### src/ifu_pkg.sv
//////////////////////////////////////////////////
// Instruction fetch shared types
// Address, instruction and privilege widths used
// across the fetch front end, plus the prefetch FSM
// state encoding
//////////////////////////////////////////////////

`default_nettype none

package ifu_pkg;

  // Byte address of one instruction word
  // Low two bits stay zero for any valid fetch
  typedef logic [31:0] addr_t;

  // Raw instruction word as returned by memory
  typedef logic [31:0] instr_t;

  // Privilege level, 2'b00 user, 2'b01 supervisor, 2'b11 machine
  typedef logic [1:0] privlvl_t;

  // Step between two sequential fetches
  localparam addr_t WORD_BYTES = 32'd4;

  // Prefetch FSM states
  typedef enum logic [0:0] {
    IDLE,
    BRANCH_WAIT
  } prefetch_state_e;

endpackage

`default_nettype wire

### src/ifu_bus_adapter.sv
//////////////////////////////////////////////////
// OBI bus adapter
// Turns transaction requests into an OBI address
// phase held stable until granted, and passes the
// in-order responses back to the fetch FIFO
//////////////////////////////////////////////////

`timescale 1ns/1ns
`default_nettype none

module ifu_bus_adapter (
  input  wire logic              clk,
  input  wire logic              rst_n,

  // Transaction request from the prefetcher
  input  wire logic              trans_valid_i,
  output logic                   trans_ready_o,
  input  wire ifu_pkg::addr_t    trans_addr_i,
  input  wire ifu_pkg::privlvl_t trans_priv_i,

  // OBI instruction port
  output logic                   obi_req_o,
  input  wire logic              obi_gnt_i,
  output ifu_pkg::addr_t         obi_addr_o,
  output ifu_pkg::privlvl_t      obi_priv_o,
  input  wire logic              obi_rvalid_i,
  input  wire ifu_pkg::instr_t   obi_rdata_i,

  // Response to the fetch FIFO
  output logic                   resp_valid_o,
  output ifu_pkg::instr_t        resp_rdata_o
);

  logic              full_q;
  ifu_pkg::addr_t    addr_q;
  ifu_pkg::privlvl_t priv_q;

  // Empty register lets a request straight onto the bus
  assign trans_ready_o = !full_q;
  assign obi_req_o     = full_q || trans_valid_i;
  assign obi_addr_o    = full_q ? addr_q : trans_addr_i;
  assign obi_priv_o    = full_q ? priv_q : trans_priv_i;

  // Responses need no reshaping
  assign resp_valid_o = obi_rvalid_i;
  assign resp_rdata_o = obi_rdata_i;

  always_ff @(posedge clk or negedge rst_n)
  begin
    if (!rst_n)
    begin
      full_q <= 1'b0;
    end
    else if (full_q)
    begin
      // Held request leaves once granted
      if (obi_gnt_i)
      begin
        full_q <= 1'b0;
      end
    end
    else if (trans_valid_i && !obi_gnt_i)
    begin
      full_q <= 1'b1;
    end
  end

  // Capture the ungranted request, prefetcher address may move on
  always_ff @(posedge clk)
  begin
    if (!full_q && trans_valid_i && !obi_gnt_i)
    begin
      addr_q <= trans_addr_i;
      priv_q <= trans_priv_i;
    end
  end

  // Address phase holds until the grant
  a_obi_stable : assert property (
    @(posedge clk) disable iff (!rst_n)
    (obi_req_o && !obi_gnt_i) |=>
      (obi_req_o && $stable(obi_addr_o) && $stable(obi_priv_o))
  );

endmodule

`default_nettype wire

### src/ifu_fetch_fifo.sv
//////////////////////////////////////////////////
// Fetch FIFO
// Limits outstanding fetches to free space, stores
// returned words, drops responses that belong to
// fetches issued before a branch and hands out
// instructions tagged with address and privilege
//////////////////////////////////////////////////

`timescale 1ns/1ns
`default_nettype none

module ifu_fetch_fifo #(
  parameter int FIFO_DEPTH = 4
) (
  input  wire logic              clk,
  input  wire logic              rst_n,

  // Branch flushes the ring and resets the pc tag
  input  wire logic              branch_i,
  input  wire ifu_pkg::addr_t    branch_addr_i,
  input  wire ifu_pkg::privlvl_t branch_priv_i,

  // Prefetcher side
  output logic                   fetch_valid_o,
  input  wire logic              fetch_ready_i,

  // Responses from the bus adapter
  input  wire logic              resp_valid_i,
  input  wire ifu_pkg::instr_t   resp_rdata_i,

  // Instruction output
  output logic                   instr_valid_o,
  input  wire logic              instr_ready_i,
  output ifu_pkg::addr_t         instr_addr_o,
  output ifu_pkg::instr_t        instr_rdata_o,
  output ifu_pkg::privlvl_t      instr_priv_o
);

  localparam int PTR_W = $clog2(FIFO_DEPTH);
  localparam int CNT_W = $clog2(FIFO_DEPTH + 1);
  localparam int SUM_W = CNT_W + 2;

  ifu_pkg::instr_t ring_q [FIFO_DEPTH];

  logic [PTR_W-1:0] rptr_q;
  logic [PTR_W-1:0] wptr_q;
  logic [CNT_W-1:0] count_q;
  logic [CNT_W-1:0] out_q;
  logic [CNT_W-1:0] discard_q;
  logic             enabled_q;

  ifu_pkg::addr_t    pc_q;
  ifu_pkg::privlvl_t priv_q;

  logic             pop;
  logic             resp_keep;
  logic             resp_drop;
  logic [SUM_W-1:0] in_use;

  // Responses owed to a flushed stream are dropped first
  assign resp_keep = resp_valid_i && !branch_i && (discard_q == '0);
  assign resp_drop = resp_valid_i && !resp_keep;

  // Stored words vanish on a branch, so they free their slots at once
  assign in_use = SUM_W'(branch_i ? '0 : count_q) + SUM_W'(out_q) + SUM_W'(discard_q);

  assign fetch_valid_o = (enabled_q || branch_i) && (in_use < SUM_W'(FIFO_DEPTH));

  // Head is hidden in a branch cycle, it is stale by then
  assign instr_valid_o = (count_q != '0) && !branch_i;
  assign pop           = instr_valid_o && instr_ready_i;
  assign instr_rdata_o = ring_q[rptr_q];
  assign instr_addr_o  = pc_q;
  assign instr_priv_o  = priv_q;

  //////////////////////////////////////////////////
  // Pointers, counters and pc tag
  //////////////////////////////////////////////////

  always_ff @(posedge clk or negedge rst_n)
  begin
    if (!rst_n)
    begin
      rptr_q    <= '0;
      wptr_q    <= '0;
      count_q   <= '0;
      out_q     <= '0;
      discard_q <= '0;
      enabled_q <= 1'b0;
      pc_q      <= '0;
      priv_q    <= '0;
    end
    else if (branch_i)
    begin
      rptr_q    <= '0;
      wptr_q    <= '0;
      count_q   <= '0;
      // Everything in flight now belongs to the old stream
      discard_q <= discard_q + out_q - CNT_W'(resp_valid_i);
      out_q     <= CNT_W'(fetch_ready_i);
      enabled_q <= 1'b1;
      pc_q      <= branch_addr_i;
      priv_q    <= branch_priv_i;
    end
    else
    begin
      if (resp_keep)
      begin
        wptr_q <= wptr_q + 1'b1;
      end
      if (pop)
      begin
        rptr_q <= rptr_q + 1'b1;
        pc_q   <= pc_q + ifu_pkg::WORD_BYTES;
      end
      count_q   <= count_q + CNT_W'(resp_keep) - CNT_W'(pop);
      out_q     <= out_q + CNT_W'(fetch_ready_i) - CNT_W'(resp_keep);
      discard_q <= discard_q - CNT_W'(resp_drop);
    end
  end

  // Instruction storage
  always_ff @(posedge clk)
  begin
    if (resp_keep)
    begin
      ring_q[wptr_q] <= resp_rdata_i;
    end
  end

  // Memory may only answer a request the FIFO counted
  a_no_spurious_resp : assert property (
    @(posedge clk) disable iff (!rst_n)
    resp_valid_i |-> ((out_q != '0) || (discard_q != '0))
  );

  // Slots in use, stored or owed by the bus, never exceed the depth
  a_no_overflow : assert property (
    @(posedge clk) disable iff (!rst_n)
    (SUM_W'(count_q) + SUM_W'(out_q) + SUM_W'(discard_q)) <= SUM_W'(FIFO_DEPTH)
  );

endmodule

`default_nettype wire

### src/ifu_prefetcher.sv
//////////////////////////////////////////////////
// Instruction prefetcher
// Picks the next fetch address, either a branch
// target or the last accepted address plus one
// word, and issues it as a transaction request
// whenever the fetch FIFO signals room
//////////////////////////////////////////////////

`timescale 1ns/1ns
`default_nettype none

module ifu_prefetcher (
  input  wire logic             clk,
  input  wire logic             rst_n,

  // Control flow from the core
  input  wire logic             branch_i,
  input  wire ifu_pkg::addr_t   branch_addr_i,
  input  wire ifu_pkg::privlvl_t branch_priv_i,

  // Fetch FIFO side
  input  wire logic             fetch_valid_i,
  output logic                  fetch_ready_o,

  // Transaction request to the bus adapter
  output logic                  trans_valid_o,
  input  wire logic             trans_ready_i,
  output ifu_pkg::addr_t        trans_addr_o,
  output ifu_pkg::privlvl_t     trans_priv_o
);

  ifu_pkg::prefetch_state_e state_q;
  ifu_pkg::prefetch_state_e state_d;

  // Last branch target or last accepted address
  ifu_pkg::addr_t    trans_addr_q;
  ifu_pkg::privlvl_t trans_priv_q;
  ifu_pkg::addr_t    trans_addr_incr;

  // Sequential address for the next word
  assign trans_addr_incr = trans_addr_q + ifu_pkg::WORD_BYTES;

  // FIFO alone decides how many requests may be in flight
  assign trans_valid_o = fetch_valid_i;
  assign fetch_ready_o = trans_valid_o && trans_ready_i;

  //////////////////////////////////////////////////
  // Address select FSM
  //////////////////////////////////////////////////

  always_comb
  begin
    state_d      = state_q;
    trans_addr_o = trans_addr_q;
    trans_priv_o = trans_priv_q;

    case (state_q)
      ifu_pkg::IDLE:
      begin
        // Branch target wins, else keep walking sequentially
        if (branch_i)
        begin
          trans_addr_o = branch_addr_i;
          trans_priv_o = branch_priv_i;
        end
        else
        begin
          trans_addr_o = trans_addr_incr;
        end
        // Target not taken by the adapter yet, hold it for replay
        if (branch_i && !fetch_ready_o)
        begin
          state_d = ifu_pkg::BRANCH_WAIT;
        end
      end

      ifu_pkg::BRANCH_WAIT:
      begin
        // Replay stored target unless a newer branch overrides it
        if (branch_i)
        begin
          trans_addr_o = branch_addr_i;
          trans_priv_o = branch_priv_i;
        end
        if (fetch_ready_o)
        begin
          state_d = ifu_pkg::IDLE;
        end
      end

      default:
      begin
        state_d = ifu_pkg::IDLE;
      end
    endcase
  end

  //////////////////////////////////////////////////
  // Registers
  //////////////////////////////////////////////////

  always_ff @(posedge clk or negedge rst_n)
  begin
    if (!rst_n)
    begin
      state_q      <= ifu_pkg::IDLE;
      trans_addr_q <= '0;
      trans_priv_q <= '0;
    end
    else
    begin
      state_q <= state_d;
      // Remember the target or the address just handed out
      if (branch_i || fetch_ready_o)
      begin
        trans_addr_q <= trans_addr_o;
        trans_priv_q <= trans_priv_o;
      end
    end
  end

  // Branch targets from the core must be word aligned
  a_trans_aligned : assert property (
    @(posedge clk) disable iff (!rst_n)
    trans_valid_o |-> (trans_addr_o[1:0] == 2'b00)
  );

endmodule

`default_nettype wire

### src/ifu_top.sv
//////////////////////////////////////////////////
// Instruction fetch front end
// Prefetcher, fetch FIFO and OBI bus adapter
//////////////////////////////////////////////////

`timescale 1ns/1ns
`default_nettype none

module ifu_top #(
  parameter int FIFO_DEPTH = 4
) (
  input  wire logic              clk,
  input  wire logic              rst_n,

  // Branch request, one cycle pulse
  input  wire logic              branch_i,
  input  wire ifu_pkg::addr_t    branch_addr_i,
  input  wire ifu_pkg::privlvl_t branch_priv_i,

  // Instruction output
  output logic                   instr_valid_o,
  input  wire logic              instr_ready_i,
  output ifu_pkg::addr_t         instr_addr_o,
  output ifu_pkg::instr_t        instr_rdata_o,
  output ifu_pkg::privlvl_t      instr_priv_o,

  // OBI instruction port
  output logic                   obi_req_o,
  input  wire logic              obi_gnt_i,
  output ifu_pkg::addr_t         obi_addr_o,
  output ifu_pkg::privlvl_t      obi_priv_o,
  input  wire logic              obi_rvalid_i,
  input  wire ifu_pkg::instr_t   obi_rdata_i
);

  // FIFO to prefetcher
  logic fetch_valid;
  logic fetch_ready;

  // Prefetcher to bus adapter
  logic              trans_valid;
  logic              trans_ready;
  ifu_pkg::addr_t    trans_addr;
  ifu_pkg::privlvl_t trans_priv;

  // Bus adapter to FIFO
  logic            resp_valid;
  ifu_pkg::instr_t resp_rdata;

  ifu_prefetcher u_prefetcher (
    .clk           (clk),
    .rst_n         (rst_n),
    .branch_i      (branch_i),
    .branch_addr_i (branch_addr_i),
    .branch_priv_i (branch_priv_i),
    .fetch_valid_i (fetch_valid),
    .fetch_ready_o (fetch_ready),
    .trans_valid_o (trans_valid),
    .trans_ready_i (trans_ready),
    .trans_addr_o  (trans_addr),
    .trans_priv_o  (trans_priv)
  );

  ifu_bus_adapter u_bus_adapter (
    .clk           (clk),
    .rst_n         (rst_n),
    .trans_valid_i (trans_valid),
    .trans_ready_o (trans_ready),
    .trans_addr_i  (trans_addr),
    .trans_priv_i  (trans_priv),
    .obi_req_o     (obi_req_o),
    .obi_gnt_i     (obi_gnt_i),
    .obi_addr_o    (obi_addr_o),
    .obi_priv_o    (obi_priv_o),
    .obi_rvalid_i  (obi_rvalid_i),
    .obi_rdata_i   (obi_rdata_i),
    .resp_valid_o  (resp_valid),
    .resp_rdata_o  (resp_rdata)
  );

  ifu_fetch_fifo #(
    .FIFO_DEPTH (FIFO_DEPTH)
  ) u_fetch_fifo (
    .clk           (clk),
    .rst_n         (rst_n),
    .branch_i      (branch_i),
    .branch_addr_i (branch_addr_i),
    .branch_priv_i (branch_priv_i),
    .fetch_valid_o (fetch_valid),
    .fetch_ready_i (fetch_ready),
    .resp_valid_i  (resp_valid),
    .resp_rdata_i  (resp_rdata),
    .instr_valid_o (instr_valid_o),
    .instr_ready_i (instr_ready_i),
    .instr_addr_o  (instr_addr_o),
    .instr_rdata_o (instr_rdata_o),
    .instr_priv_o  (instr_priv_o)
  );

endmodule

`default_nettype wire
### config.mk
export PLATFORM = sky130hd
export DESIGN_NAME = ifu_top
export DESIGN_NICKNAME = d
export VERILOG_FILES = /design/src/ifu_pkg.sv /design/src/ifu_bus_adapter.sv /design/src/ifu_fetch_fifo.sv /design/src/ifu_prefetcher.sv /design/src/ifu_top.sv
export SDC_FILE = /design/constraint.sdc
export NUM_CORES = 1
export LEC_CHECK = 0
export BUFFER_PORTS_ARGS = -buffer_cell sky130_fd_sc_hd__buf_4
export CAP_MARGIN = 5
export CORE_MARGIN = 1.5
export CORE_UTILIZATION = 52
export CTS_BUF_LIST = sky130_fd_sc_hd__clkbuf_4 sky130_fd_sc_hd__clkbuf_8
export DETAILED_ROUTE_END_ITERATION = 6
export GPL_TIMING_DRIVEN = 0
export PLACE_DENSITY = 0.83
export SLEW_MARGIN = 20
export SYNTH_ARGS = -nofsm -noshare
export SYNTH_HDL_FRONTEND = slang
export SYNTH_SLANG_ARGS = --single-unit
### constraint.sdc
create_clock -name clk -period 5.1 [get_ports clk]
set_clock_uncertainty 0.2 [all_clocks]
set_input_delay 0.255 -clock clk [delete_from_list [all_inputs] [get_ports clk]]
set_output_delay 0.255 -clock clk [all_outputs]
set_load 0.02 [all_outputs]
-- Yosys cells after proc, flatten, opt, wreduce, memory -nomap -nowiden
Memory sizes are Yosys's and may differ from the RTL's.
Cells that the tools add are included.
- register bits after elaboration: 118
- RAM bits: 128
- input bits: 72
- output and inout port bits: 102
- word-level logic and storage cells: 76
- memories kept: 1
- memories (name ; depth ; width ; rd ports ; clocked after Yosys merged registers in ; wr ports ; RTL line ; text):
    u_fetch_fifo.ring_q ; 4 ; 32 ; 1 ; 0 ; 1 ; ifu_fetch_fifo.sv:43 ; ifu_pkg::instr_t ring_q [FIFO_DEPTH];
- $add $sub $neg: 13
- magnitude comparators: 1
- muxes and demuxes: 24
- bitwise logic cells: 1
- reduce and logical (&&, ||, !) cells: 22
- operators by type and width (operator ; count):
    2-to-1 mux 32 bit ; 5
    adder 32 x 3 -> 32 bit (second input constant) ; 2
    case mux 32 bit (2 select lines) ; 1
    2-to-1 mux 2 bit ; 6
    2-to-1 mux 3 bit ; 4
    subtractor 3 x 1 -> 3 bit ; 4
    adder 5 x 3 -> 5 bit ; 2
    logical AND 1 bit ; 10
    2-to-1 mux 1 bit ; 7
    adder 3 x 1 -> 3 bit ; 2
    zero test 1 bit ; 5
    less-than comparator 5 x 3 -> 1 bit (second input constant) ; 1
    adder 2 x 1 -> 2 bit (second input constant) ; 2
    nonzero test 2 bit ; 2
    adder 3 bit ; 1
    zero test 3 bit ; 1
    logical OR 1 bit ; 3
    nonzero test 3 bit ; 1
    case mux 1 bit (2 select lines) ; 1
    NOT 1 bit ; 1

-- Logic depth before layout (Yosys ltp)
- depth in word-level cells: 10
- gate-level depth with buffers: 20
- gate-level depth less buffers: 17

-- By module
From an unflattened synthesis, not the netlist that was laid out.
- cells, all modules: 890
- area, all modules: 12150.4 um^2
- by module, submodules not included (module ; times used ; cells an instance ; area each (um^2) ; seq. area each (um^2)):
    ifu_fetch_fifo ; 1 ; 471 ; 7546.0 ; 5044.8
    ifu_prefetcher ; 1 ; 309 ; 2801.4 ; 875.8
    ifu_bus_adapter ; 1 ; 110 ; 1803.0 ; 1046.0

-- Worst setup path after synthesis
Ideal clock, no wire load.
- path type: in2reg
- start point: input port branch_i
- end point: register u_bus_adapter.addr_q[0], enable pin
- setup time: 425 ps
- data arrival time: 4555 ps
- data required time: 4475 ps
- path slack: -80 ps
- stages on the path: 14
- path buffers: 4
- cells stage by stage: inv_1 clkbuf_1 clkbuf_1 buf_1 nand2_1 fa_1 nor2_1 fa_1 nor2_1 o221ai_2 nor2_1 inv_1 clkbuf_1 nor2_1
- word-level cells in the longest chain between the ends: 7
- elaborated cells between the ends (all ways): 8
- those cells by class: add/sub (2); order compare (1); mux (1); reduce/logical (4)
- RTL lines (item ; RTL line ; text):
    start: declaration ; ifu_top.sv:16 ; input wire logic branch_i,
    2-to-1 mux 3 bit ; ifu_fetch_fifo.sv:65 ; assign in_use = SUM_W'(branch_i ? '0 : count_q) + SUM_W'(out_q) + SUM_W'(discard_q);
    adder 5 x 3 -> 5 bit (2 in a row) ; ifu_fetch_fifo.sv:65 ;
    less-than comparator 5 x 3 -> 1 bit ; ifu_fetch_fifo.sv:67 ; assign fetch_valid_o = (enabled_q || branch_i) && (in_use < SUM_W'(FIFO_DEPTH));
    logical AND 1 bit * ; ifu_fetch_fifo.sv:67 ;
    logical AND 1 bit * (2 in a row) ; ifu_bus_adapter.sv:71 ; if (!full_q && trans_valid_i && !obi_gnt_i)
    end signal: assignment ; ifu_bus_adapter.sv:73 ; addr_q <= trans_addr_i;
    end: declaration ; ifu_bus_adapter.sv:35 ; ifu_pkg::addr_t addr_q;
Every way passes the cells marked *; elsewhere a longest branch is shown, timed or not.
A chain may end at the register's enable or synchronous reset.

-- Final worst setup path
- start point: input port branch_i
- end point: register u_fetch_fifo.out_q[2]
- word-level cells in the longest chain between the ends: 9
- elaborated cells between the ends (all ways): 13
- those cells by class: add/sub (4); order compare (1); mux (2); reduce/logical (6)
- RTL lines (item ; RTL line ; text):
    2-to-1 mux 3 bit ; ifu_fetch_fifo.sv:65 ;
    adder 5 x 3 -> 5 bit (2 in a row) ; ifu_fetch_fifo.sv:65 ;
    less-than comparator 5 x 3 -> 1 bit ; ifu_fetch_fifo.sv:67 ;
    logical AND 1 bit ; ifu_fetch_fifo.sv:67 ;
    logical AND 1 bit ; ifu_prefetcher.sv:45 ; assign fetch_ready_o = trans_valid_o && trans_ready_i;
    adder 3 x 1 -> 3 bit ; ifu_fetch_fifo.sv:117 ; out_q <= out_q + CNT_W'(fetch_ready_i) - CNT_W'(resp_keep);
    subtractor 3 x 1 -> 3 bit ; ifu_fetch_fifo.sv:117 ;
    2-to-1 mux 3 bit * ; ifu_fetch_fifo.sv:93 ; else if (branch_i)
    end signal: assignment ; ifu_fetch_fifo.sv:100 ; out_q <= CNT_W'(fetch_ready_i);
    end signal: assignment ; ifu_fetch_fifo.sv:117 ;
    end: declaration ; ifu_fetch_fifo.sv:48 ; logic [CNT_W-1:0] out_q;
Marks and branches as above.

==> results by group <==
CTS
  – # Post-CTS Setup Buffers: 0
  – Clock-pin transition on the worst setup and hold timing paths: 0.07 ns
  – Total CTS buffers: 40
  – Clk sink count: about 250
  – Worst skew pair latency: between 0.5 and 0.6 ns
  – CTS tree: built
  – Deepest clock path buffer count: 3
  – H-tree levels: 2
  – CTS root buf: clkbuf_8

STA
  – Unrepaired setup endpoints after global routing: false
  – Final max-slew violation count: 0
  – Ratio of final minimum period to clock period: 0.935
  – Final setup fails: 0
  – Worst slew pin tran: around 1.1 ns
  – Final Critical Period: 4.77 ns
  – Smallest hold slack: 0.0143 ns
  – Max_slew headroom: 0.286
  – Hold Vio Cnt, Final: 0
  – Final worst-path setup slack: approximately 0.33 ns
  – Fmax achieved: between 200 and 250 MHz

Synth
  – Ys async rst share: 0.341
  – Synth top cells by count: edfxtp_1 (162), dfrtp_1 (84), nor2_1 (64), a21oi_1 (49), nand2_1 (41)
  – Sequential fraction of the synthesis area: 0.610
  – Mapped Cells: between 800 and 900
  – Synthesis warning total: 0
  – Largest area contributor in the netlist: edfxtp_1
  – Main synth FF type: edfxtp_1
  – Syn nets: approximately 950
  – Top cells by area, synth: edfxtp_1 (43%), dfrtp_1 (18%), mux4_2 (6.3%)
  – Average size of a mapped cell: around 13 sq um
  – Post-synth EDFFs: approximately 160
  – Synthesized cell area: around 0.011 sq mm
  – Synthesized flop and latch total: 246
  – Top-count cell post-synth: edfxtp_1
  – Synth top area share: 0.426
  – Yosys cell types: 60

Global routing
  – GR Layer Usage met1: 0.353
  – Largest net degree at the start of global routing: 85
  – Gr busiest metal: met2
  – Total grt overflow: 0
  – M2 GR Usage: 0.457
  – GRT Total Usage: 0.278
  – Met3 usage: 0.0530
  – First-pass GRT wire length: roughly 47000 microns
  – Vias in the first global route: about 8500
  – Initial antenna violation count: 1

Power and ir drop
  – Leakage: between 5 and 6 nW
  – Max VDD drop: about 0.35 mV
  – Power density cells: 485 mW/mm^2
  – Total Power: roughly 7.1 mW

Finish
  – Share of cells above drive strength 1: 0.276
  – Final nets: roughly 1200
  – P&R area growth vs syn: 28.3%
  – Final Non-Filler Cells: roughly 1500
  – Fill cells: 1475
  – Register area: about 0.0070 sq mm
  – Multi-input logic area: approximately 0.0042 sq mm

Worst setup path
  – Worst Reg2Reg Path Length in Cells: 15
  – Crit path launch type: primary input
  – Worst setup EP type: flop
  – CP Launch Point: branch_i
  – Critical R2R Launch: u_fetch_fifo.count_q[1]$_DFF_PN0_
  – Critical path data required time: approximately 5.3 ns
  – Setup Crit Path Kind: in -> reg
  – CP Data Arrival Time: between 4 and 5 ns
  – Critical Path Fanout Max: 12

Floorplan
  – Die area: 0.0229 sq mm
  – Starting density of the core: 0.527
  – Die extent in x: between 150 and 200 microns
  – Die Ht: between 150 and 200 microns
  – Site Rows: 54
  – I/O Pins: between 150 and 200
  – Core area: 0.0217 sq mm

Routing
  – DRC: 0
  – Vias: roughly 8500
  – Iter 0 DRT Violations: slightly above 600
  – Wirelength, routed: around 31000 microns
  – WL/cell: about 22 microns
  – Drt first pass iters: 5
  – Post-route ant nets: 0
  – Avg Vias per Cell: 5.84

Min path
  – Worst hold path class: in -> reg
  – WHS Path Cells: 3
  – Min-Delay Startpoint: branch_addr_i[25]

Place
  – HPWL Detailed: a little over 20000 microns
  – Pre-CTS WS: -1.11 ns
  – Port-buffer cells: approximately 170
  – Placed cells: around 1300
  – GPL Wtd Cong: approximately 0.97

Run
  – Total of max-cap violations: 0

Outcome
  – Status: completed
## per-stage QoR
step | util | instance area, sq um | TNS (ns)
2_1_floorplan | - | 11400 | 0
5_1_grt | 0.676 | 14700 | 0
3_3_place_gp | 0.603 | 13100 | -57.71
6_report | 0.676 | 14700 | 0
4_1_cts | 0.675 | 14600 | 0
3_5_place_dp | 0.609 | 13200 | -26.18
## metal layers
| metal | vias up | wire, microns |
|---|---|---|
| met5 | - | 0 |
| met4 | 0 | 1280 |
| met3 | 78 | 2640 |
| met2 | 484 | 15400 |
| met1 | 4152 | 12100 |
| li1 | 3768 | - |
## where the power goes
group | switching, mW | leakage [nW] | internal [mW]
combinational | 1.60 | 2.72 | 1.12
clock | 0.812 | 0.404 | 0.838
sequential | 0.252 | 2.45 | 2.50
total | 2.66 | 5.57 | 4.45
## placed cells by master (no fill, tap or decap), drive strengths merged, types with 5 or more instances in the layout
cell         count
buf            187
edfxtp         162
dfrtp           84
clkbuf          81
dlygate4sd3     68
nor2            64
a21oi           49
nand2           41
inv             35
xor2            33
mux2            32
mux4            32
o21ai           32
xnor2           30
nand3           25
clkinv          21
nand4           20
ha              17
a21boi          17
nor3            13
o31ai           12
and3            12
nor4            12
and4            11
mux2i           10
nor2b            9
nand2b           9
a31oi            6
fa               6
and2             5
## layout make-up
type / count / share of cell area
sequential: 246 / 0.475
multi-input combinational: 533 / 0.285
timing repair buffer: 246 / 0.144
clock buffer: 50 / 0.0435
tap: 280 / 0.0239
buffer: 40 / 0.0116
clock inverter: 24 / 0.00837
inverter: 32 / 0.00820
antenna: 1 / 0.000171
## final timing paths
path,endpoint,slack (ns)
min in group asynchronous,u_prefetcher.trans_addr_q[12]$_DFFE_PN0P_,0.11
hold / removal,u_fetch_fifo.instr_addr_o[25]$_DFFE_PN0N_,0.01
setup reg to reg,u_fetch_fifo.out_q[2]$_DFF_PN0_,0.81
hold reg to reg,u_fetch_fifo.enabled_q$_DFFE_PN0P_,0.30
max in group asynchronous,u_prefetcher.trans_addr_q[1]$_DFFE_PN0P_,4.02
setup / recovery,u_fetch_fifo.out_q[2]$_DFF_PN0_,0.33
## registers in the layout, indices dropped and copies added (netlist names)
signal                     count
u_fetch_fifo.discard_q         3
u_fetch_fifo.instr_priv_o      2
u_fetch_fifo.instr_addr_o     32
u_fetch_fifo.out_q             3
u_fetch_fifo.enabled_q         1
u_bus_adapter.priv_q           2
u_prefetcher.state_q           1
u_prefetcher.trans_priv_q      2
u_fetch_fifo.rptr_q            2
u_bus_adapter.addr_q          32
u_prefetcher.trans_addr_q     32
u_fetch_fifo.wptr_q            2
u_fetch_fifo.count_q           3
u_fetch_fifo.ring_q          128
u_bus_adapter.full_q           1
## worst max-delay path: stages
cell and delay (ns):
buf_4 0.10, clkbuf_1 0.46, clkbuf_2 0.37, clkbuf_2 0.32, nor2_1 0.10, ha_1 0.28
a21oi_1 0.21, nor2_1 0.08, fa_1 0.39, and3b_1 0.22, o221ai_2 0.44, nor2_1 0.20
inv_1 0.38, ha_1 0.31, inv_1 0.06, ha_1 0.13, inv_1 0.05, fa_1 0.37
xnor2_1 0.17, nor2_1 0.06
## logic make-up (layout without fill, tap and decap cells)
logic type / after synthesis / in the layout / synth area share
DFF: 246 / 246 / 0.610
buffers and inverters: 74 / 392 / 0.0253
muxes: 74 / 74 / 0.103
AOI/OAI and AO/OA: 137 / 137 / 0.0739
adders and majority gates: 23 / 23 / 0.0291
and+or+nand+nor: 236 / 236 / 0.110
other: 0 / 1 / 0
xor gates and xnor gates: 63 / 63 / 0.0483
## what timing repair did
action / CTS / global route
hold endpoints to repair: 303 / 0
hold buffers: 68 / 0
resized for setup: 3 / 5
setup endpoints to repair: 5 / 3
(Power assumes the default switching activity.)
